--- config.mk ---
export PLATFORM = sky130hd
export DESIGN_NAME = writeback
export DESIGN_NICKNAME = d
export VERILOG_FILES = /design/src/logic/procPkg.sv /design/src/logic/writeback.sv
export SDC_FILE = /design/constraint.sdc
export NUM_CORES = 1
export LEC_CHECK = 0
export BUFFER_PORTS_ARGS = -buffer_cell sky130_fd_sc_hd__buf_2
export CORE_MARGIN = 3
export CORE_UTILIZATION = 35
export DETAILED_ROUTE_END_ITERATION = 7
export GPL_ROUTABILITY_DRIVEN = 0
export PLACE_DENSITY = 0.95
export SYNTH_ARGS = -nofsm -noshare
export SYNTH_HDL_FRONTEND = slang
export SYNTH_SLANG_ARGS = --single-unit
--- constraint.sdc ---
create_clock -name vclk -period 1.8
set_clock_uncertainty 0.05 [all_clocks]
set_input_delay 0 -clock vclk [all_inputs]
set_output_delay 0 -clock vclk [all_outputs]
set_load 0.005 [all_outputs]
--- src/logic/procPkg.sv ---
// shared widths, opcode encodings and the packed bundles of the processor
// every block refers to these by scoped name, e.g. procPkg::ctrlT
package procPkg;

   localparam int wordWidth    = 16;  // data and address width
   localparam int regAddrWidth = 3;   // eight registers
   localparam int memDepth     = 256; // words per memory
   localparam int memAddrWidth = 8;   // word index into either memory

   localparam logic [regAddrWidth-1:0] linkReg = 3'd7; // JAL target register

   // R-format function field, bits 1..0
   localparam logic [1:0] funcAdd = 2'b00;
   localparam logic [1:0] funcSub = 2'b01;
   localparam logic [1:0] funcXor = 2'b10;
   localparam logic [1:0] funcAnd = 2'b11; // plain AND in this subset

   // opcode bits 15..11, same encodings as the full teaching set
   typedef enum logic [4:0] {
      opHalt  = 5'b00000,
      opNop   = 5'b00001,
      opJ     = 5'b00100,
      opJal   = 5'b00110,
      opAddi  = 5'b01000,
      opSubi  = 5'b01001,
      opAndni = 5'b01011,
      opBeqz  = 5'b01100,
      opBnez  = 5'b01101,
      opSt    = 5'b10000,
      opLd    = 5'b10001,
      opSlbi  = 5'b10010,
      opLbi   = 5'b11000,
      opRType = 5'b11011  // add/sub/xor/and picked by func
   } opcodeE;

   typedef enum logic [2:0] {
      aluAdd,
      aluSub,   // a minus b
      aluAndn,  // a and not b
      aluAnd,
      aluXor,
      aluPassB
   } aluOpE;

   typedef enum logic [2:0] {
      wbSrcAlu,
      wbSrcMem,
      wbSrcPc2,  // link value
      wbSrcLbi,
      wbSrcSlbi
   } wbSrcE;

   // control bundle from decode
   typedef struct packed {
      aluOpE                   aluOp;
      logic                    aluBImm;      // b operand is imm
      logic                    regWe;
      logic [regAddrWidth-1:0] regDst;
      wbSrcE                   wbSrc;
      logic                    memRd;
      logic                    memWr;
      logic                    branch;
      logic                    branchOnZero; // beqz when set, bnez when clear
      logic                    jump;
      logic                    link;
      logic                    halt;         // also set for illegal opcodes
      logic                    illegal;
   } ctrlT;

   // one record per retired instruction
   typedef struct packed {
      logic                    valid;
      logic [wordWidth-1:0]    pc;
      logic                    regWe;
      logic [regAddrWidth-1:0] regDst;
      logic [wordWidth-1:0]    regData;
   } retireT;

endpackage

--- src/logic/writeback.sv ---
// picks the register write value and builds the retire record
module writeback (
   input  procPkg::ctrlT                 ctrl,
   input  logic [procPkg::wordWidth-1:0] pc,
   input  logic                          halted,
   input  logic [procPkg::wordWidth-1:0] aluOut,
   input  logic [procPkg::wordWidth-1:0] readData,
   input  logic [procPkg::wordWidth-1:0] pcPlusTwo,
   input  logic [procPkg::wordWidth-1:0] imm,
   output logic [procPkg::wordWidth-1:0] wbData,
   output procPkg::retireT               retire
);

   always_comb begin
      case (ctrl.wbSrc)
         procPkg::wbSrcMem:  wbData = readData;
         procPkg::wbSrcPc2:  wbData = pcPlusTwo;          // JAL link
         procPkg::wbSrcLbi,
         procPkg::wbSrcSlbi: wbData = imm;                // SLBI merged with rs in decode
         default:            wbData = aluOut;
      endcase
   end

   always_comb begin
      retire.valid   = ~halted; // one per cycle until stopped
      retire.pc      = pc;
      retire.regWe   = ctrl.regWe;
      retire.regDst  = ctrl.regDst;
      retire.regData = wbData;
   end

endmodule

==> reports/qor.yml, run 1 <==
grtUsageMet3_pct: 0.207
path_class: "in -> out"
grt_first_pass_wirelength_um: 4730
postSynthCellCount: 131
place_ws_ns: 0.437
power_density_mw_per_mm2: 255
muxShareOfSynthArea_pct: 29.4
seq_area_um2: 0
synth_top_family_by_area: "buffers and inverters"
ir_worst_vdd_mv: 0.125
yosysWarnings: 0
min_period_ns: 1.37
drt.antenna.violating_nets: 0
antenna_found_initial: 0
core.rowCount: 19
hp-class: "in -> out"
syn_avg_cell_area_um2: 8.33
grt_pass1_vias: 1109
endpoint_kind: "output port"
placed_cells: 221
syn-num-nets: 231
synth_area_mm2: 0.00109
fillers: 275
worstPathRequired_ns: 1.75
drtIter0Drc: 20
worst-endpoint-arrival_ns: 1.32
tns_ns: 0
initial_utilization_pct: 38.2
synth_area_leaders: "mux2i_1, buf_4, a211oi_1"
die_area_mm2: 0.00382
final_cells: 241
whs_path_depth: 3
hold_end: "retire[36]"
dp_hpwl_um: 2380
layout-area-overhead-vs-synth_pct: 39.8
status: "completed"
grt_busiest_layer: "met2"
timing.final.crit_share_pct: 76.0
synth_fa_ha_area_share_pct: 0
fin_ws_ns: 0.431
setup_violations: 0
critPathSlowestCell: "buf_4"
grt-ovfl-total: 0
yosysSeqAreaShare_pct: 0
clockBufferCount: 0
path_common_cell: "buf_2"
cts_setup_buffers: 0
drt_first_pass_iters: 3
critPathMaxStageDelay_ns: 0.47
hold_viol: 0
min-delay-start: "halted"
power.leakage_uw: 0.000747
cp_cell_sequence: "buf_2 > buf_4 > mux2i_1 > a221oi_1 > buf_2"
met1_usage_pct: 16.0
finalNetCount: 312
drive_above_1_share_pct: 52.9
cap_violations: 0
cp.buffers_inverters: 3
synth-xor-area-share_pct: 0
via_per_inst: 5.23
hold_buffers: 20
post_cts_resized: 0
die_width_um: 61.8
synth_compound_area_share_pct: 26.1
diodes: 0
drv_slew: 0
rsz0062_at_grt: "false"
slew_headroom_pct: 55.9
route.detailed.drc: 0
io_pins: 153
synth-simple-area-share_pct: 11.1
worst_slew_pin_slew_ns: 0.659
fmax_mhz: 731
vias: 1260
wl_per_cell_um: 14.5
die_height_um: 61.8
startpoint_type: "input port"
coreArea_mm2: 0.00285
crit_fanout: 48
synth_top_cell_area_share_pct: 29.4
design.seq.count: 0
numPortBuffers: 101
ys_types: 14
grt_usage_pct: 15.8
yosysTopAreaCell: "mux2i_1"
cp_top_family: "buffers and inverters"
grt_max_degree: 49
wl_um: 3490
use_met2_pct: 36.2
[worst min-delay path, delay by kind of cell]
kind	cells	cell delay (ns)
buf+inv	3	0.22
[where the power goes]
part           switching (µW)  internal [µW]
registers                   0              0
logic                     173            216
clock network               0              0
[layout by cell type, fill, tap and decap left out, drive strengths merged]
cell type    count
a211oi          16
a221oi          16
buf            106
dlygate4sd3     20
inv              1
mux2i           32
nand2b           1
nor2             2
nor2b           16
[worst max path at each step]
stage,start,endpoint,slack (ns),depth (start not counted)
after detailed placement,ctrl[8],wbData[7],0.44,5
after global routing,ctrl[8],wbData[15],0.30,5
after floorplan,ctrl[10],wbData[0],0.69,7
final,ctrl[8],retire[0],0.43,5
after CTS,ctrl[8],wbData[7],0.43,5
after global placement,ctrl[8],wbData[11],0.47,5
[cell type report]
type	instances	area, µm²	area share (%)
Timing Repair Buffer	126	756	49.5
Multi-Input combinational cell	83	727	47.7
Tap cell	31	38.8	2.54
Inverter	1	3.75	0.246
[synth_stat cells (all sizes together)]
master,number
a221oi,16
inv,1
nor2b,16
mux2i,32
nor2,2
a211oi,16
nand2b,1
buf,46
clkbuf,1
[logic make-up after synthesis]
family | count (synthesis)
compound gates | 32
buf+inv | 48
mux | 32
simple gates | 19
[through the flow]
step                utilization (%)  cell area (µm²)  hold WS (ns)  power [µW]
global placement               46.4             1330       -0.0500         342
finish                         53.5             1530         0.163         389
detailed placement             46.4             1330       -0.0500         349
CTS                            53.5             1530         0.162         391
global route                   53.5             1530         0.184         432
floorplan                         -             1090       -0.0235         269
[metal layers]
layer  wire length, µm  vias to the layer above
met1              1220                      571
met2              2040                       69
li1                  -                      620
met5                 0                        -
met4                 0                        0
met3               236                        0
Note: power is estimated with default switching activity, not from simulation.
==> inputs of run 2 (changes only) <==
- ABC_AREA: not set -> 1
- CORE_UTILIZATION: 35 -> 31
- PLACE_DENSITY: 0.95 -> 0.91
- clock period: 1.8 -> 1.4 ns (I/O delays scaled with it)
==> run 2 against run 1 <==
Effect of this change: total power grew 30%; utilization down 5.8 points; count of clock-buffer cells in the layout unchanged; via count grew 14%; combinational power rose by 30%; final cell count grew 29%; global-route usage about the same; design area down 2.2%; largest power group unchanged; critical path type unchanged; worst setup slack worse by 0.17 ns; area after synthesis is 4.8% lower; hold slack lost 0.0034 ns; wire length grew 2.2%.
==> reports/qor.yml, run 2 <==
status: "completed"
postSynthCellCount: 189
drtIter0Drc: 54
hold_viol: 0
core.rowCount: 20
min_period_ns: 1.14
worst-endpoint-arrival_ns: 1.09
drv_slew: 0
layout.cells.most_common_list: "buf_2, nand2_1, nand4_1"
setup_violations: 0
tns_ns: 0
design.seq.count: 0
syn_avg_cell_area_um2: 5.49
via_per_inst: 4.60
initial_utilization_pct: 33.2
wl_met3_um: 429
grt_max_degree: 33
drive_above_1_share_pct: 47.0
final_common_cell: "buf_2"
synth_top_cell_area_share_pct: 26.7
power_density_mw_per_mm2: 340
fmax_mhz: 876
clockBufferCount: 0
syn-num-nets: 289
yosysTopAreaCell: "buf_4"
finalNetCount: 370
grt_pass1_vias: 1289
antenna_found_initial: 0
numPortBuffers: 101
grt_usage_pct: 15.8
die_area_mm2: 0.00408
cap_violations: 0
whs_path_depth: 3
wl_met1_um: 1330
timing.final.crit_share_pct: 81.5
power.leakage_uw: 0.000931
ys_top_cells_by_count: "buf_4, nand2_1, nand4_1"
grt-ovfl-total: 0
fin_hold_ws_ns: 0.160
rsz0062_at_grt: "false"
final_cells: 312
ys_types: 14
io_pins: 153
ir_worst_vdd_mv: 0.141
route.detailed.drc: 0
drt_first_pass_iters: 4
dp_hpwl_um: 2550
wl_um: 3570
highest_layer: "met3"
worstPathRequired_ns: 1.35
yosysWarnings: 0
synth_area_leaders: "buf_4, nand4_1, nand2_1"
synth.most_common_cell: "buf_4"
placed_cells: 292
worst_slew_pin_slew_ns: 0.397
synth_area_mm2: 0.00104
grt_first_pass_wirelength_um: 5520
startpoint_type: "input port"
die_height_um: 63.9
wl_per_cell_um: 11.4
seq_area_um2: 0
vias: 1436
coreArea_mm2: 0.00313
path_class: "in -> out"
layout-area-overhead-vs-synth_pct: 43.6
wl_met2_um: 1810
endpoint_kind: "output port"
slew_headroom_pct: 73.5
crit_fanout: 32
diodes: 0
yosysSeqAreaShare_pct: 0
die_width_um: 63.9
drt.antenna.violating_nets: 0
hp-class: "in -> out"
run 2: worst paths after layout:
check	start	end	slack (ns)
setup / recovery	ctrl[9]	retire[7]	0.26
hold / removal	halted	retire[36]	0.16
run 2: logic make-up after synthesis:
logic type	after synthesis	synth area share, %
and+or+nand+nor	118	56.1
AOI/OAI and AO/OA	1	1.57
buffers and inverters	70	42.3
run 2: layer usage:
metal	up-vias	track usage (%)
li1	739	-
met1	611	16.6
met2	86	33.3
met3	0	2.46
met4	0	0.809
met5	-	0
run 2: area by class of cell:
cell class / count / area [µm²]
multi-input cells: 119 / 599
fillers: 312 / 1640
repair buffers: 128 / 758
inverters: 21 / 78.8
well taps: 44 / 55.1
run 2: power breakdown:
part,total (µW),leakage [µW],internal (µW),switching [µW]
combinational,507,0.000931,253,254
clock,0,0,0,0
sequential,0,0,0,0
total,507,0.000931,253,254
run 2: worst max-delay path, stage by stage:
cell     delay, ns
buf_2         0.29
nand2_2       0.08
nand2_2       0.08
nand2_4       0.23
nor2_1        0.17
nor2_1        0.05
nand2_1       0.08
buf_2         0.11
run 2: through the flow:
| step | setup slack [ns] | total power [µW] | util (%) | instance area [µm²] |
|---|---|---|---|---|
| finish | 0.258 | 507 | 47.7 | 1490 |
| global route | 0.0971 | 570 | 47.7 | 1490 |
| CTS | 0.227 | 512 | 47.7 | 1490 |
| detailed placement | 0.236 | 458 | 41.3 | 1290 |
| global placement | 0.253 | 453 | 41.3 | 1290 |
| floorplan | 0.549 | 357 | - | 1040 |
run 2: repair_timing:
action | in CTS | in global routing
gates resized for setup | 0 | 0
hold buffers | 20 | 0
endpoints found under the hold margin | 20 | 0
buffers inserted | 0 | 0
