$ cat src/logic/procPkg.sv
// shared widths, opcode encodings and the packed bundles of the processor
// every block refers to these by scoped name, e.g. procPkg::ctrlT
package procPkg;

   localparam int wordWidth    = 16;  // data and address width
   localparam int regAddrWidth = 3;   // eight registers
   localparam int memDepth     = 256; // words per memory
   localparam int memAddrWidth = 8;   // word index into either memory

   localparam logic [regAddrWidth-1:0] linkReg = 3'd7; // JAL target register

   // R-format function field, bits 1..0
   localparam logic [1:0] funcAdd = 2'b00;
   localparam logic [1:0] funcSub = 2'b01;
   localparam logic [1:0] funcXor = 2'b10;
   localparam logic [1:0] funcAnd = 2'b11; // plain AND in this subset

   // opcode bits 15..11, same encodings as the full teaching set
   typedef enum logic [4:0] {
      opHalt  = 5'b00000,
      opNop   = 5'b00001,
      opJ     = 5'b00100,
      opJal   = 5'b00110,
      opAddi  = 5'b01000,
      opSubi  = 5'b01001,
      opAndni = 5'b01011,
      opBeqz  = 5'b01100,
      opBnez  = 5'b01101,
      opSt    = 5'b10000,
      opLd    = 5'b10001,
      opSlbi  = 5'b10010,
      opLbi   = 5'b11000,
      opRType = 5'b11011  // add/sub/xor/and picked by func
   } opcodeE;

   typedef enum logic [2:0] {
      aluAdd,
      aluSub,   // a minus b
      aluAndn,  // a and not b
      aluAnd,
      aluXor,
      aluPassB
   } aluOpE;

   typedef enum logic [2:0] {
      wbSrcAlu,
      wbSrcMem,
      wbSrcPc2,  // link value
      wbSrcLbi,
      wbSrcSlbi
   } wbSrcE;

   // control bundle from decode
   typedef struct packed {
      aluOpE                   aluOp;
      logic                    aluBImm;      // b operand is imm
      logic                    regWe;
      logic [regAddrWidth-1:0] regDst;
      wbSrcE                   wbSrc;
      logic                    memRd;
      logic                    memWr;
      logic                    branch;
      logic                    branchOnZero; // beqz when set, bnez when clear
      logic                    jump;
      logic                    link;
      logic                    halt;         // also set for illegal opcodes
      logic                    illegal;
   } ctrlT;

   // one record per retired instruction
   typedef struct packed {
      logic                    valid;
      logic [wordWidth-1:0]    pc;
      logic                    regWe;
      logic [regAddrWidth-1:0] regDst;
      logic [wordWidth-1:0]    regData;
   } retireT;

endpackage

$ cat src/logic/regFile.sv
// eight-entry register file
// two combinational read ports, one write port on the clock edge
module regFile (
   input  logic                             clk,
   input  logic                             rst,
   input  logic [procPkg::regAddrWidth-1:0] rdAddr1,
   input  logic [procPkg::regAddrWidth-1:0] rdAddr2,
   input  logic                             wrEn,
   input  logic [procPkg::regAddrWidth-1:0] wrAddr,
   input  logic [procPkg::wordWidth-1:0]    wrData,
   output logic [procPkg::wordWidth-1:0]    rdData1,
   output logic [procPkg::wordWidth-1:0]    rdData2
);

   localparam int numRegs = 2 ** procPkg::regAddrWidth;

   logic [procPkg::wordWidth-1:0] regs [numRegs];

   always_ff @(posedge clk) begin
      if (rst) begin
         for (int i = 0; i < numRegs; i++) begin
            regs[i] <= '0;
         end
      end else if (wrEn) begin
         regs[wrAddr] <= wrData; // r0 is a normal register
      end
   end

   // no bypass, a write shows up next cycle
   assign rdData1 = regs[rdAddr1];
   assign rdData2 = regs[rdAddr2];

endmodule

$ cat src/logic/decode.sv
// instruction decode with the register file
// splits the fields, builds the immediate and the control bundle,
// flags unknown opcodes and latches err until rst
module decode (
   input  logic                          clk,
   input  logic                          rst,
   input  logic [procPkg::wordWidth-1:0] instr,
   input  logic                          halted,
   input  logic [procPkg::wordWidth-1:0] wbData,
   output procPkg::ctrlT                 ctrl,
   output logic [procPkg::wordWidth-1:0] data1,
   output logic [procPkg::wordWidth-1:0] data2,
   output logic [procPkg::wordWidth-1:0] imm,
   output logic                          err
);

   procPkg::opcodeE                  opcode;
   logic [procPkg::regAddrWidth-1:0] rs, rt, rdR, rdI;
   logic [1:0]                       func;

   assign opcode = procPkg::opcodeE'(instr[15:11]);
   assign rs     = instr[10:8];
   assign rt     = instr[7:5];  // also the store source
   assign rdI    = instr[7:5];
   assign rdR    = instr[4:2];
   assign func   = instr[1:0];

   regFile regFileInst (
      .clk     (clk),
      .rst     (rst),
      .rdAddr1 (rs),
      .rdAddr2 (rt),
      .wrEn    (ctrl.regWe & ~halted), // nothing written after stop
      .wrAddr  (ctrl.regDst),
      .wrData  (wbData),
      .rdData1 (data1),
      .rdData2 (data2)
   );

   // one immediate per instruction
   always_comb begin
      case (opcode)
         procPkg::opAddi, procPkg::opSubi,
         procPkg::opLd, procPkg::opSt:  imm = {{(procPkg::wordWidth-5){instr[4]}}, instr[4:0]};
         procPkg::opAndni:              imm = {{(procPkg::wordWidth-5){1'b0}}, instr[4:0]};
         procPkg::opLbi, procPkg::opBeqz,
         procPkg::opBnez:               imm = {{(procPkg::wordWidth-8){instr[7]}}, instr[7:0]};
         procPkg::opSlbi:               imm = {data1[7:0], instr[7:0]}; // rs shifted, byte or'd in
         procPkg::opJ, procPkg::opJal:  imm = {{(procPkg::wordWidth-11){instr[10]}}, instr[10:0]};
         default:                       imm = '0;
      endcase
   end

   always_comb begin
      ctrl        = '0;
      ctrl.aluOp  = procPkg::aluAdd;
      ctrl.wbSrc  = procPkg::wbSrcAlu;
      ctrl.regDst = rdI;
      case (opcode)
         procPkg::opHalt: ctrl.halt = 1'b1;
         procPkg::opNop:  ;
         procPkg::opAddi, procPkg::opSubi, procPkg::opAndni: begin
            ctrl.aluBImm = 1'b1;
            ctrl.regWe   = 1'b1;
            if (opcode == procPkg::opSubi) ctrl.aluOp = procPkg::aluSub;   // rs - imm
            if (opcode == procPkg::opAndni) ctrl.aluOp = procPkg::aluAndn;
         end
         procPkg::opRType: begin
            ctrl.regWe  = 1'b1;
            ctrl.regDst = rdR;
            case (func)
               procPkg::funcAdd: ctrl.aluOp = procPkg::aluAdd;
               procPkg::funcSub: ctrl.aluOp = procPkg::aluSub;
               procPkg::funcXor: ctrl.aluOp = procPkg::aluXor;
               default:          ctrl.aluOp = procPkg::aluAnd;
            endcase
         end
         procPkg::opLbi, procPkg::opSlbi: begin
            ctrl.regWe   = 1'b1;
            ctrl.regDst  = rs; // writes back into rs
            ctrl.aluOp   = procPkg::aluPassB;
            ctrl.aluBImm = 1'b1;
            ctrl.wbSrc   = (opcode == procPkg::opLbi) ? procPkg::wbSrcLbi : procPkg::wbSrcSlbi;
         end
         procPkg::opLd: begin
            ctrl.aluBImm = 1'b1; // rs + imm is the address
            ctrl.memRd   = 1'b1;
            ctrl.regWe   = 1'b1;
            ctrl.wbSrc   = procPkg::wbSrcMem;
         end
         procPkg::opSt: begin
            ctrl.aluBImm = 1'b1;
            ctrl.memWr   = 1'b1;
         end
         procPkg::opBeqz: begin
            ctrl.branch       = 1'b1;
            ctrl.branchOnZero = 1'b1;
         end
         procPkg::opBnez: ctrl.branch = 1'b1;
         procPkg::opJ:    ctrl.jump   = 1'b1;
         procPkg::opJal: begin
            ctrl.jump  = 1'b1;
            ctrl.link  = 1'b1;
            ctrl.regWe = 1'b1;
            ctrl.wbSrc = procPkg::wbSrcPc2;
         end
         default: begin
            ctrl.illegal = 1'b1; // unknown opcode traps
            ctrl.halt    = 1'b1;
         end
      endcase
      if (ctrl.link) ctrl.regDst = procPkg::linkReg;
   end

   // err goes up on the same edge as halted
   always_ff @(posedge clk) begin
      if (rst) begin
         err <= 1'b0;
      end else if (ctrl.illegal) begin
         err <= 1'b1;
      end
   end

endmodule

$ cat config.mk
export PLATFORM = sky130hd
export DESIGN_NAME = decode
export DESIGN_NICKNAME = d
export VERILOG_FILES = /design/src/logic/procPkg.sv /design/src/logic/regFile.sv /design/src/logic/decode.sv
export SDC_FILE = /design/constraint.sdc
export NUM_CORES = 1
export LEC_CHECK = 0
export BUFFER_PORTS_ARGS = -buffer_cell sky130_fd_sc_hd__clkbuf_2
export CORE_ASPECT_RATIO = 1.1
export CORE_MARGIN = 2
export CORE_UTILIZATION = 50
export CTS_BUF_LIST = sky130_fd_sc_hd__clkbuf_8
export DETAILED_ROUTE_END_ITERATION = 10
export GPL_ROUTABILITY_DRIVEN = 0
export GPL_TIMING_DRIVEN = 1
export HOLD_SLACK_MARGIN = 0.06
export PLACE_DENSITY = 0.73
export REMOVE_ABC_BUFFERS = 1
export SYNTH_ARGS = -nofsm -noshare
export SYNTH_HDL_FRONTEND = slang
export SYNTH_SLANG_ARGS = --single-unit
$ cat constraint.sdc
create_clock -name clk -period 3.8 [get_ports clk]
set_input_delay 0.57 -clock clk [delete_from_list [all_inputs] [get_ports clk]]
set_output_delay 0.57 -clock clk [all_outputs]
set_load 0.02 [all_outputs]
==> flow_metrics.tcl <==
set metrics [dict create \
    io_pins 103 \
    crit_required_ns 3.23 \
    clock_sinks 129 \
    pwr-share-comb 0.192 \
    multi_input_comb_area_um2 3460 \
    p_sw_frac 0.277 \
    slowest_delay_ns 0.60 \
    start_kind "primary input" \
    synth_seq_area_share 0.512 \
    hold_class "in2reg" \
    regArea_um2 3860 \
    synth_most_common_cell "edfxtp_1" \
    cts_buffers 17 \
    synth_area_per_cell_um2 14.5 \
    fillCellCount 1190 \
    wl_met3_um 1830 \
    ys.flop_type "edfxtp_1" \
    postCtsHoldBufs 0 \
    syn_area_um2 7540 \
    p_leak_nw 3.44 \
    vias 5163 \
    synthArstFlopShare 0 \
    critical-path-slowest-cell "mux4_2" \
    finish.utilization 0.581 \
    synth_edf_count 128 \
    hold_ws_ns 0.451 \
    synth-seq-cells 129 \
    cts-root-buf "clkbuf_8" \
    min_from "rst" \
    tightest_slew_ns 0.769 \
    hold_viol 0 \
    dp.final_hpwl_um 13200 \
    r2r_slack_ns 3.16 \
    rsz0062_at_grt "no" \
    synth_top_area_frac 0.510 \
    fmax_mhz 313 \
    synthTopCellsByCount "edfxtp_1 (128), and3_1 (67), and2_1 (66), mux4_2 (64), mux2_2 (32)" \
    end_kind "primary output" \
    cp.arrival_ns 2.63 \
    synthTopCellsByArea "edfxtp_1 (51%), mux4_2 (19%), and3_1 (5.6%)" \
    setup_ws_ns 0.604 \
    top_layer_used "met4" \
    grt_antenna_before_repair 0 \
    clk_latency_ns 0.44 \
    skew_ns 0 \
    grt_first_pass_wirelength_um 30100 \
    drive_above_1_share 0.422 \
    setup_viol 0 \
    drt_iter0_drc 545 \
    yosys_warnings 0 \
    final_antenna_net_count 0 \
    htree_levels 4 \
    postSynthCellCount 521 \
    min_path_cells 2 \
    cts_resized 0 \
    slew_viol_final 0 \
    groute.usage.overall 0.255 \
    path_cells "clkbuf_2 -> mux4_2 -> mux2_2 -> a221o_1 -> clkbuf_2" \
    synth_top_area_cell "edfxtp_1" \
    seqPwrFrac 0.509 \
    fin_setup_tns_ns 0 \
    design.core.area_um2 14900 \
    whs_endpoint "err" \
    place_ws_ns 0.448 \
    timing.rr.start "err" \
    dieArea_um2 16100 \
    cap_viol_max_count 0 \
    first_global_vias 5144 \
    cts_tree "done" \
    critical-path-top-delay-family "multiplexers" \
    die_w_um 121 \
    grt_max_degree 49 \
    initial_core_util 0.507 \
    area_growth_pct 14.5 \
    place_inst 796 \
    final.min_clock_period_ns 3.20 \
    die-height_um 133 \
    io_buffers 102 \
    rows 47 \
    clock_power_share 0.300 \
    wl_per_cell_um 24.1 \
    worstReg2RegEnd "err" \
    p_switching_mw 0.921 \
    vdd_drop_max_mv 0.257 \
    grt_overflow 0 \
    routed_wirelength_um 19900 \
    cpMostUsedCell "clkbuf_2" \
    p_int_mw 2.40 \
    ys_types 53 \
    status "finished clean" \
    first_pass_iters 5 \
    critical_path_peak_fanout 20 \
    crit_type "in2out" \
    met2WireLength_um 10400 \
    slew_headroom 0.487 \
    nets 654 \
    viasPerCell 6.25 \
    p_per_area_nw_per_um2 385 \
    drt-met1-wl_um 7380 \
    path_buf_inv 2 \
    fin_crit_sh 0.841 \
    rr_worst_depth 2 \
    cts_max_path_buffers 2 \
    postCtsSetupBuffers 0 \
    final_cells 826 \
    drc 0 \
    antennaDiodeCount 0 \
    clk_pin_slew_worst_paths_ns 0.07 \
]
-- placed cells by master (no fill, tap or decap), drive strengths merged, types with 7 or more instances in the layout --
master / count
a21o: 8
a21oi: 7
a221o: 9
and2: 68
and3: 67
buf: 24
clkbuf: 119
clkinv: 9
edfxtp: 128
inv: 8
mux2: 32
mux4: 64
nand2: 11
nor2: 11
nor2b: 8
-- worst max-delay path by stage --
| stage | slack [ns] | cells after the start | to | startpoint |
|---|---|---|---|---|
| finish | 0.60 | 5 | imm[8] | instr[8] |
| global route | 0.49 | 5 | imm[8] | instr[8] |
| CTS | 0.56 | 5 | imm[13] | instr[8] |
| detailed placement | 0.45 | 7 | regFileInst.regs[5][11] | instr[11] |
| global placement | 0.56 | 7 | regFileInst.regs[5][11] | instr[11] |
| floorplan | 0.69 | 6 | regFileInst.regs[0][0] | instr[11] |
-- layer usage --
metal,track usage,vias up
met5,0,-
met4,0.0672,0
met3,0.0569,26
met2,0.436,293
met1,0.329,2574
li1,-,2270
-- logic make-up (layout without fill, tap and decap cells) --
kind of cell | count (synthesis) | in the layout | share of synthesized area
buf+inv | 52 | 161 | 0.0285
flops | 129 | 129 | 0.512
compound gates | 44 | 44 | 0.0466
simple gates | 196 | 196 | 0.169
mux | 96 | 96 | 0.239
xor+xnor | 4 | 4 | 0.00465
-- through the flow --
stage	cell area [um^2]	power, mW
final	8640	3.32
after global routing	8640	3.43
after CTS	8640	3.33
after detailed placement	8320	2.36
after global placement	8320	2.34
after floorplan	7350	2.08
-- cell type report --
class	instances	share of cell area
Inverter	5	0.00246
Tap cell	196	0.0284
Sequential cell	129	0.447
Timing Repair Buffer	126	0.0843
Clock inverter	13	0.00956
Multi-Input combinational cell	340	0.401
Clock buffer	17	0.0271
-- power by group through the flow --
stage | registers [mW] | logic, mW | clock network [mW]
2_1_floorplan | 1.70 | 0.380 | 0
3_3_place_gp | 1.71 | 0.626 | 0
3_5_place_dp | 1.72 | 0.637 | 0
4_1_cts | 1.69 | 0.640 | 0.999
5_1_grt | 1.70 | 0.678 | 1.06
6_report | 1.69 | 0.637 | 0.996
-- flip-flops by register name, summed over array words and instances, names as in the netlist --
register / cells
regFileInst.regs: 128
err: 1
Note: power is estimated with default switching activity, not from simulation.
