--- config.mk ---
export PLATFORM = sky130hd
export DESIGN_NAME = execute
export DESIGN_NICKNAME = d
export VERILOG_FILES = /design/src/logic/procPkg.sv /design/src/logic/execute.sv
export SDC_FILE = /design/constraint.sdc
export NUM_CORES = 1
export LEC_CHECK = 0
export ABC_AREA = 1
export BUFFER_PORTS_ARGS = -buffer_cell sky130_fd_sc_hd__buf_2
export CAP_MARGIN = 10
export CORE_UTILIZATION = 30
export DETAILED_ROUTE_END_ITERATION = 10
export GPL_TIMING_DRIVEN = 0
export MAX_ROUTING_LAYER = met4
export PLACE_DENSITY_LB_ADDON = 0.25
export SYNTH_ARGS = -nofsm -noshare
export SYNTH_HDL_FRONTEND = slang
export SYNTH_SLANG_ARGS = --single-unit
--- constraint.sdc ---
create_clock -name vclk -period 4.9
set_clock_uncertainty 0.05 [all_clocks]
set_input_delay 1.225 -clock vclk [all_inputs]
set_output_delay 1.225 -clock vclk [all_outputs]
set_load 0.01 [all_outputs]
--- src/logic/procPkg.sv ---
// shared widths, opcode encodings and the packed bundles of the processor
// every block refers to these by scoped name, e.g. procPkg::ctrlT
package procPkg;

   localparam int wordWidth    = 16;  // data and address width
   localparam int regAddrWidth = 3;   // eight registers
   localparam int memDepth     = 256; // words per memory
   localparam int memAddrWidth = 8;   // word index into either memory

   localparam logic [regAddrWidth-1:0] linkReg = 3'd7; // JAL target register

   // R-format function field, bits 1..0
   localparam logic [1:0] funcAdd = 2'b00;
   localparam logic [1:0] funcSub = 2'b01;
   localparam logic [1:0] funcXor = 2'b10;
   localparam logic [1:0] funcAnd = 2'b11; // plain AND in this subset

   // opcode bits 15..11, same encodings as the full teaching set
   typedef enum logic [4:0] {
      opHalt  = 5'b00000,
      opNop   = 5'b00001,
      opJ     = 5'b00100,
      opJal   = 5'b00110,
      opAddi  = 5'b01000,
      opSubi  = 5'b01001,
      opAndni = 5'b01011,
      opBeqz  = 5'b01100,
      opBnez  = 5'b01101,
      opSt    = 5'b10000,
      opLd    = 5'b10001,
      opSlbi  = 5'b10010,
      opLbi   = 5'b11000,
      opRType = 5'b11011  // add/sub/xor/and picked by func
   } opcodeE;

   typedef enum logic [2:0] {
      aluAdd,
      aluSub,   // a minus b
      aluAndn,  // a and not b
      aluAnd,
      aluXor,
      aluPassB
   } aluOpE;

   typedef enum logic [2:0] {
      wbSrcAlu,
      wbSrcMem,
      wbSrcPc2,  // link value
      wbSrcLbi,
      wbSrcSlbi
   } wbSrcE;

   // control bundle from decode
   typedef struct packed {
      aluOpE                   aluOp;
      logic                    aluBImm;      // b operand is imm
      logic                    regWe;
      logic [regAddrWidth-1:0] regDst;
      wbSrcE                   wbSrc;
      logic                    memRd;
      logic                    memWr;
      logic                    branch;
      logic                    branchOnZero; // beqz when set, bnez when clear
      logic                    jump;
      logic                    link;
      logic                    halt;         // also set for illegal opcodes
      logic                    illegal;
   } ctrlT;

   // one record per retired instruction
   typedef struct packed {
      logic                    valid;
      logic [wordWidth-1:0]    pc;
      logic                    regWe;
      logic [regAddrWidth-1:0] regDst;
      logic [wordWidth-1:0]    regData;
   } retireT;

endpackage

--- src/logic/execute.sv ---
// ALU, branch test and next-pc choice
// purely combinational, aluOut doubles as the data memory address
module execute (
   input  procPkg::ctrlT                 ctrl,
   input  logic [procPkg::wordWidth-1:0] pc,
   input  logic [procPkg::wordWidth-1:0] pcPlusTwo,
   input  logic [procPkg::wordWidth-1:0] data1,
   input  logic [procPkg::wordWidth-1:0] data2,
   input  logic [procPkg::wordWidth-1:0] imm,
   output logic [procPkg::wordWidth-1:0] aluOut,
   output logic [procPkg::wordWidth-1:0] pcNext
);

   logic [procPkg::wordWidth-1:0] aluB;
   logic [procPkg::wordWidth-1:0] target;
   logic                          isZero;
   logic                          taken;

   assign aluB = ctrl.aluBImm ? imm : data2;

   always_comb begin
      case (ctrl.aluOp)
         procPkg::aluAdd:   aluOut = data1 + aluB;
         procPkg::aluSub:   aluOut = data1 - aluB;
         procPkg::aluAndn:  aluOut = data1 & ~aluB;
         procPkg::aluAnd:   aluOut = data1 & aluB;
         procPkg::aluXor:   aluOut = data1 ^ aluB;
         procPkg::aluPassB: aluOut = aluB;
         default:           aluOut = '0;
      endcase
   end

   // branch and jump share one adder, displacement relative to pc+2
   assign target = pcPlusTwo + imm;

   assign isZero = (data1 == '0);
   assign taken  = ctrl.branch && (isZero == ctrl.branchOnZero);

   always_comb begin
      if (ctrl.halt) begin
         pcNext = pc;        // stay on the halt or illegal word
      end else if (ctrl.jump || taken) begin
         pcNext = target;
      end else begin
         pcNext = pcPlusTwo; // fall through
      end
   end

endmodule

==> results of run 1 <==
[Yosys cell counts, types with 3 or more instances]
cell / count
xnor2_1: 11
o221ai_1: 6
clkbuf_1: 4
nand2_4: 6
nand3_2: 4
o21ai_0: 35
nand4_1: 5
a21o_1: 3
nand3_1: 54
or2_2: 4
o21ai_1: 8
nor3_1: 5
nand2_2: 18
ha_1: 31
o211ai_1: 5
nor2_1: 50
inv_2: 4
nand2_1: 199
nand3b_1: 12
o21ai_2: 7
buf_4: 3
o211a_1: 3
xor2_1: 12
inv_1: 85
a21oi_1: 42
[layout make-up]
cell class         count  area (um^2)
multi-input cells    539         3420
plain buffers         11         88.8
inverters             90          352
well taps            140          175
fillers             1212         6060
repair buffers       147          845
[final timing paths]
path,cells past startpoint,start,endpoint
worst min-delay path,4,pc[14],pcNext[14]
worst max-delay path,23,ctrl[15],aluOut[15]
[metal layers]
metal	global-route usage, %	wire length (um)	vias up
li1	-	-	2394
met1	31.3	6250	2053
met2	37.0	6180	128
met3	0.723	662	12
met4	3.76	185	0
met5	-	0	-
[critical path: cells and delay by family]
| family | cells | cell delay, ns |
|---|---|---|
| and+or+nand+nor | 11 | 1.18 |
| xor gates and xnor gates | 1 | 0.20 |
| buffers and inverters | 7 | 0.63 |
| AOI/OAI and AO/OA | 2 | 0.18 |
| adders and majority gates | 2 | 0.44 |
[metrics by stage]
stage / utilization (%) / std cells / TNS (ns) / area (um^2)
floorplan: - / 640 / 0 / 3400
global route: 44.6 / 927 / -2.55 / 4880
detailed placement: 38.2 / 899 / -5.28 / 4170
global placement: 38.2 / 899 / -5.40 / 4170
finish: 44.6 / 927 / -1.06 / 4880
CTS: 41.2 / 915 / -0.539 / 4500
[kinds of logic after synthesis]
kind of cell / after synthesis / share of synthesized area [%]
buf+inv: 101 / 12.0
compound gates: 117 / 20.3
xor+xnor: 23 / 5.93
simple gates: 366 / 49.2
fa+ha+maj: 33 / 12.6
[repair_timing]
action | in CTS | in global routing
pin swaps | 32 | 35
endpoints found under the hold margin | 0 | 0
setup endpoints to repair | 12 | 12
buffers inserted | 16 | 12
gates resized for setup | 55 | 57
[power breakdown]
group / internal (mW) / switching [mW]
combinational: 0.277 / 0.403
sequential: 0 / 0
clock: 0 / 0
==> qor.csv, run 1 <==
stage;metric;value;unit
outcome;status;complete, but fails checks;
outcome;failing checks;setup timing;
clocking;CTS Hold Buffers Added;0;
critical_path;CP max-delay cell;ha_4;
critical_path;Crit path top cell by count;nand2_4;
yosys;Post-Syn Nets;772;
critical_path;maximum fanout along the worst path;5;
yosys;yosys warns;0;
drt;drc violations;0;
floorplan;Die Y;108;um
cells_and_area;share of cells above drive strength 1;34.1;%
pwr;leakage power;2.63;nW
yosys;synthesized netlist cell count;640;
drt;Routed WL per cell;14.3;um
drt;Total Wirelength;13300;um
sta;minimum clock period;5.14;ns
placement;DP Wirelength;10800;um
sta;final hold viol count;0;
global_routing;GRT Residual Overflow;0;
job;maxcap violations;0;
sta;relative slew slack;66.2;%
critical_path;Setup Crit Path Kind;in2out;
cells_and_area;Clock buffer cells;0;
pwr;pwr/cell area;139;nW/um^2
floorplan;Die W;108;um
critical_path;Critical Path RT;3.62;ns
cells_and_area;Reg area;0;um^2
global_routing;initial antenna violation count;0;
cells_and_area;area grow syn2layout;43.6;%
global_routing;largest net degree at the start of global routing;11;
sta;final slew viol count;0;
sta;Worst Tran Pin Value;0.507;ns
sta;Final setup viols;8;
pwr;Worst VDD drop;0.0000513;V
yosys;Area contributors post-synth;nand2_1 22%, ha_1 11%, inv_1 9.4%;
cells_and_area;most frequent cells in the layout;183 x nand2_1, 119 x buf_2, 79 x inv_1, 51 x nand3_1, 46 x nor2_1;
yosys;Syn Std Cell Area;3400;um^2
yosys;post-synth cell types;42;
drt;initial DRC count;280;
sta;setup ws final;-0.244;ns
floorplan;Starting Density;31.1;%
critical_path;CP endpoint kind;primary output;
drt;Final ANT Viol Nets;0;
floorplan;Rows;38;
cells_and_area;Final #Nets;921;
drt;Via Count;4587;
yosys;Synth area leader;nand2_1;
sta;unrepaired setup endpoints after global routing;yes;
drt;Vias/cell;4.95;
hold_path;HP Class;in2out;
cells_and_area;FF+latch count;0;
global_routing;first-pass GRT wire length;20600;um
critical_path;CP cell instances;buf_12 -> inv_6 -> buf_8 -> nand2_4 -> nand2_4 -> inv_4 -> ha_4 -> inv_2 -> nor2_4 -> nand3_4 -> o21ai_4 -> and2_4 -> nand2_4 -> xor2_4 -> ha_4 -> nand2_4 -> nor4_4 -> buf_4 -> a21oi_2 -> nand3_1 -> nand3_2 -> nand2_1 -> buf_2;
critical_path;Critical Path Max Stage Delay;0.32;ns
cells_and_area;diode count;0;
pwr;power consumption;679;uW
yosys;sequential fraction of the synthesis area;0;%
placement;port bufs;119;
drt;drt first pass iters;5;
global_routing;GRT Total Usage;22.6;%
sta;fin crit share;105;%
global_routing;vias in the first global route;4184;
cells_and_area;most common cell after layout, fill and taps aside;nand2_1;
sta;f_max;0.194;GHz
placement;placer congestion estimate;0.950;
yosys;Synth top area share;22.0;%
placement;pre-CTS setup slack;-0.652;ns
yosys;Avg Cell Area, Syn;5.31;um^2
critical_path;CP startpoint kind;primary input;
floorplan;io pins;131;
floorplan;Core Footprint;10900;um^2
floorplan;die footprint;11800;um^2
critical_path;Worst EP arrival;3.87;ns
sta;Hold WS;2.68;ns
Note: power is estimated with default switching activity, not from simulation.
==> run 2: changes to the inputs <==
Settings changed: TNS_END_PERCENT set to 5.
==> qor.csv, run 2 (same netlist as run 1, synthesis figures left out) <==
stage;metric;value;unit;change
job;maxcap violations;0;;unchanged
cells_and_area;Clock buffer cells;0;;unchanged
global_routing;GRT met3 Usage;0.784;%;+0.060 points
hold_path;Hold Path End;pcNext[14];;
drt;Via Count;4523;;-1.4%
sta;relative slew slack;65.9;%;-0.28 points
hold_path;HP Class;in2out;;
critical_path;maximum fanout along the worst path;5;;unchanged
hold_path;worst hold path cell count;4;;unchanged
floorplan;Die W;108;um;unchanged
outcome;status;complete, but fails checks;;
cells_and_area;most common cell after layout, fill and taps aside;nand2_1;;
floorplan;Die Y;108;um;unchanged
critical_path;Critical Path RT;3.62;ns;about the same
pwr;pwr/cell area;137;nW/um^2;-1.6%
sta;setup ws final;-0.235;ns;+0.00912 ns
drt;initial DRC count;256;;-8.6%
floorplan;Starting Density;31.1;%;unchanged
drt;drt first pass iters;5;;unchanged
sta;Final setup viols;8;;unchanged
floorplan;io pins;131;;unchanged
pwr;leakage power;2.57;nW;-2.1%
drt;Final ANT Viol Nets;0;;unchanged
sta;unrepaired setup endpoints after global routing;yes;;
critical_path;CP startpoint kind;primary input;;
drt;drc violations;0;;unchanged
critical_path;Worst EP arrival;3.86;ns;about the same
sta;f_max;0.195;GHz;+0.18%
global_routing;initial antenna violation count;0;;unchanged
sta;final slew viol count;0;;unchanged
sta;setup TNS;-0.974;ns;+0.0901 ns
sta;Worst Tran Pin Value;0.511;ns;+0.00417 ns
cells_and_area;area grow syn2layout;38.2;%;
global_routing;global routing met1 resource utilization;31.5;%;+0.25 points
sta;final hold viol count;0;;unchanged
drt;Routed WL per cell;14.2;um;-0.56%
drt;Total Wirelength;13100;um;-1.4%
cells_and_area;Reg area;0;um^2;unchanged
placement;placer congestion estimate;0.950;;unchanged
cells_and_area;diode count;0;;unchanged
global_routing;GRT busiest layer;met2;;
global_routing;met2 GRT Util;36.4;%;-0.59 points
placement;DP Wirelength;10800;um;unchanged
placement;port bufs;119;;unchanged
hold_path;Worst Hold Launch;pc[14];;
critical_path;CP endpoint kind;primary output;;
global_routing;largest net degree at the start of global routing;11;;unchanged
drt;Vias/cell;4.92;;-0.54%
cells_and_area;fillers;1228;;+1.3%
global_routing;GRT Total Usage;22.7;%;+0.039 points
pwr;Worst VDD drop;0.0000466;V;-9.2%
sta;minimum clock period;5.14;ns;-0.00912 ns
outcome;failing checks;setup timing;;
global_routing;vias in the first global route;4162;;-0.53%
floorplan;die footprint;11800;um^2;unchanged
floorplan;Rows;38;;unchanged
cells_and_area;Final #Nets;913;;-0.87%
cells_and_area;share of cells above drive strength 1;31.8;%;-2.2 points
global_routing;first-pass GRT wire length;20600;um;+0.17%
cells_and_area;FF+latch count;0;;unchanged
floorplan;Core Footprint;10900;um^2;unchanged
critical_path;Setup Crit Path Kind;in2out;;
global_routing;GRT Residual Overflow;0;;unchanged
cells_and_area;most frequent cells in the layout;189 x nand2_1, 120 x buf_2, 79 x inv_1, 51 x nand3_1, 47 x nor2_1;;
sta;fin crit share;105;%;-0.19 points
cells_and_area;fin util;42.9;%;-1.7 points
==> run 2: power by group <==
group | switching [mW] | internal (mW)
Sequential | 0 | 0
Clock | 0 | 0
Combinational | 0.387 | 0.256
==> run 2: layout make-up <==
| class | instances | area, um^2 | area share [%] |
|---|---|---|---|
| Tap cell | 140 | 175 | 3.73 |
| Timing Repair Buffer | 139 | 761 | 16.2 |
| Multi-Input combinational cell | 539 | 3330 | 70.9 |
| Inverter | 90 | 345 | 7.35 |
| Buffer | 11 | 86.3 | 1.84 |
==> run 2: timing repair <==
item,4_1_cts,5_1_grt
buffers inserted,12,8
endpoints found under the setup margin,12,12
hold buffers,0,0
resized for setup,50,38
pin swaps,19,16
==> run 2: per-stage QoR <==
stage | worst slack (ns) | instance area, um^2 | power (mW) | cells | hold slack (ns)
3_3_place_gp | -0.655 | 4170 | 0.544 | 899 | 2.67
6_report | -0.235 | 4700 | 0.643 | 919 | 2.68
5_1_grt | -0.377 | 4700 | 0.716 | 919 | 2.71
3_5_place_dp | -0.652 | 4170 | 0.546 | 899 | 2.68
2_1_floorplan | 0.000976 | 3400 | 0.377 | 640 | 2.52
4_1_cts | -0.149 | 4460 | 0.591 | 911 | 2.68
==> run 2: per-layer routing <==
layer,part of all wire [%],wire length (um),vias to the layer above
met5,0,0,-
met4,1.7,216,0
met3,5.1,670,16
met2,46,5980,134
met1,48,6220,1992
li1,-,-,2381
==> run 2: worst max-delay path by stage <==
stage | startpoint | depth (start not counted) | slack, ns | end
5_1_grt | ctrl[15] | 23 | -0.38 | aluOut[15]
6_report | ctrl[15] | 23 | -0.24 | aluOut[15]
3_5_place_dp | ctrl[15] | 23 | -0.65 | aluOut[15]
3_3_place_gp | ctrl[15] | 23 | -0.66 | aluOut[15]
2_1_floorplan | ctrl[15] | 20 | 0.001 | aluOut[15]
4_1_cts | ctrl[15] | 23 | -0.15 | aluOut[15]
==> run 2: critical path, cell delays in order <==
cell	delay [ns]
buf_12	0.10
inv_6	0.03
buf_8	0.12
nand2_4	0.06
nand2_4	0.07
inv_4	0.06
ha_4	0.12
inv_2	0.05
nor2_4	0.14
nand3_4	0.10
o21ai_2	0.14
and2_4	0.18
nand2_4	0.06
xor2_4	0.20
ha_4	0.31
nand2_4	0.07
nor4_4	0.31
buf_4	0.16
a21oi_2	0.05
nand3_1	0.07
nand3_2	0.06
nand2_1	0.06
buf_2	0.12
==> run 3: changes to the inputs <==
Settings changed: ABC_AREA 1 to 0, CORE_UTILIZATION 30 to 40.
==> qor.csv, run 3 <==
stage;metric;value;unit;change
outcome;failing checks;setup timing;;
sta;final slew viol count;0;;unchanged
floorplan;Die Y;89.8;um;-17%
yosys;Synth area leader;xnor2_1;;
sta;fin crit share;126;%;+21 points
yosys;Avg Cell Area, Syn;6.68;um^2;+26%
placement;port bufs;119;;unchanged
yosys;post-synth cell types;59;;+40%
job;maxcap violations;0;;unchanged
floorplan;Starting Density;41.9;%;+11 points
critical_path;CP endpoint kind;primary output;;
global_routing;largest net degree at the start of global routing;11;;unchanged
hold_path;HP Class;in2out;;
global_routing;first-pass GRT wire length;18600;um;-9.8%
yosys;Post-Syn Nets;594;;-23%
sta;unrepaired setup endpoints after global routing;yes;;
sta;f_max;0.162;GHz;-17%
drt;Total Wirelength;11400;um;-13%
cells_and_area;Reg area;0;um^2;unchanged
cells_and_area;most frequent cells in the layout;120 x buf_2, 49 x nand2_1, 44 x xnor2_1, 43 x a21oi_1, 32 x nor2_1;;
yosys;Syn Std Cell Area;3090;um^2;-9.1%
yosys;most frequent cell after synthesis;nand2_1;;
critical_path;Worst EP arrival;4.88;ns;+1.02 ns
sta;Final setup viols;13;;+5
floorplan;io pins;131;;unchanged
cells_and_area;most common cell after layout, fill and taps aside;buf_2;;
yosys;Synth top area share;12.8;%;-9.2 points
cells_and_area;FF+latch count;0;;unchanged
global_routing;GRT Residual Overflow;0;;unchanged
drt;drc violations;0;;unchanged
outcome;status;complete, but fails checks;;
drt;initial DRC count;273;;+6.6%
cells_and_area;Final #Nets;727;;-20%
cells_and_area;area grow syn2layout;33.8;%;
floorplan;Die W;89.8;um;-17%
sta;final hold viol count;0;;unchanged
global_routing;initial antenna violation count;0;;unchanged
drt;Final ANT Viol Nets;0;;unchanged
drt;drt first pass iters;5;;unchanged
yosys;synthesized netlist cell count;462;;-28%
sta;Worst Tran Pin Value;0.730;ns;+0.219 ns
yosys;yosys warns;0;;unchanged
floorplan;Rows;31;;-18%
cells_and_area;share of cells above drive strength 1;29.7;%;-2.2 points
placement;placer congestion estimate;0.931;;-2.0%
placement;pre-CTS setup slack;-1.71;ns;-1.06 ns
pwr;pwr/cell area;149;nW/um^2;+9.0%
yosys;sequential fraction of the synthesis area;0;%;unchanged
cells_and_area;Clock buffer cells;0;;unchanged
global_routing;vias in the first global route;3801;;-8.7%
pwr;power consumption;617;uW;-4.1%
sta;setup ws final;-1.26;ns;-1.02 ns
sta;relative slew slack;49.9;%;-16 points
drt;Vias/cell;5.79;;+18%
cells_and_area;diode count;0;;unchanged
critical_path;maximum fanout along the worst path;3;;-2
critical_path;Critical Path RT;3.62;ns;about the same
placement;DP Wirelength;9430;um;-12%
drt;Via Count;4004;;-11%
critical_path;Setup Crit Path Kind;in2out;;
pwr;Worst VDD drop;0.0000627;V;+35%
drt;Routed WL per cell;16.5;um;+16%
sta;minimum clock period;6.16;ns;+1.02 ns
floorplan;Core Footprint;7370;um^2;-33%
yosys;top cells by count, synth;49 x nand2_1, 47 x a21oi_1, 45 x xnor2_1;;
floorplan;die footprint;8070;um^2;-31%
yosys;Area contributors post-synth;xnor2_1 13%, ha_1 13%, a21oi_1 7.6%;;
global_routing;GRT Total Usage;28.5;%;+5.8 points
critical_path;CP startpoint kind;primary input;;
cells_and_area;fillers;778;;-37%
pwr;leakage power;1.86;nW;-28%
run 3: changes by cell type after synthesis, moves of 11 or more:
cell	delta
nand2_2	-18
inv_1	-69
mux2i_1	+17
nor2_1	-17
nand3b_1	-11
nand2_1	-150
nand3_1	-46
xnor2_1	+34
run 3: metrics by stage:
stage / util [%] / std cells / instance area [um^2] / setup TNS [ns] / hold slack (ns)
floorplan: - / 462 / 3150 / -4.82 / 2.52
global placement: 52.6 / 680 / 3870 / -12.98 / 2.68
detailed placement: 52.6 / 680 / 3870 / -13.01 / 2.68
CTS: 55.0 / 688 / 4050 / -9.17 / 2.68
global route: 56.1 / 692 / 4130 / -12.24 / 2.71
finish: 56.1 / 692 / 4130 / -8.91 / 2.68
run 3: logic make-up after synthesis:
logic type | synth area share [%]
fa+ha+maj | 13.9
mux | 8.43
buf+inv | 4.62
simple gates | 24.0
compound gates | 32.3
xor+xnor | 16.7
run 3: worst paths after layout:
| path | from | endpoint | slack [ns] | cells past startpoint |
|---|---|---|---|---|
| max | ctrl[15] | aluOut[15] | -1.26 | 20 |
| min | pc[8] | pcNext[8] | 2.68 | 3 |
run 3: cell type report:
type	instances	area (um^2)	share of cell area, %
inverters	17	63.8	1.54
well taps	99	124	3.00
multi-input cells	427	3120	75.6
repair buffers	131	699	16.9
plain buffers	18	120	2.91
run 3: worst max-delay path: stages:
cell	delay [ns]
buf_6	0.11
buf_12	0.12
buf_12	0.11
buf_12	0.12
mux2i_4	0.16
ha_2	0.21
o21ai_2	0.07
or4b_4	0.53
or2_4	0.27
o41ai_4	0.22
xnor2_1	0.14
ha_1	0.37
a21oi_2	0.14
o21ai_2	0.09
or2_4	0.24
a2111oi_4	0.18
or2_4	0.17
xnor2_1	0.05
o21ai_1	0.18
buf_2	0.17
run 3: per-layer routing:
metal	GRT usage, %	vias up	routed length, um
met5	-	-	0
met4	5.19	0	231
met3	1.10	16	546
met2	46.0	144	5170
met1	39.7	1877	5490
li1	-	1967	-
run 3: timing repair:
action | CTS | global route
setup endpoints to repair | 17 | 29
buffers inserted | 8 | 4
pin swaps | 10 | 8
resized for setup | 30 | 8
hold buffers | 0 | 0
endpoints found under the hold margin | 0 | 0
run 3: where the power goes:
| group | internal [mW] | switching (mW) | total [mW] |
|---|---|---|---|
| logic | 0.279 | 0.338 | 0.617 |
| clock network | 0 | 0 | 0 |
| registers | 0 | 0 | 0 |
| total | 0.279 | 0.338 | 0.617 |
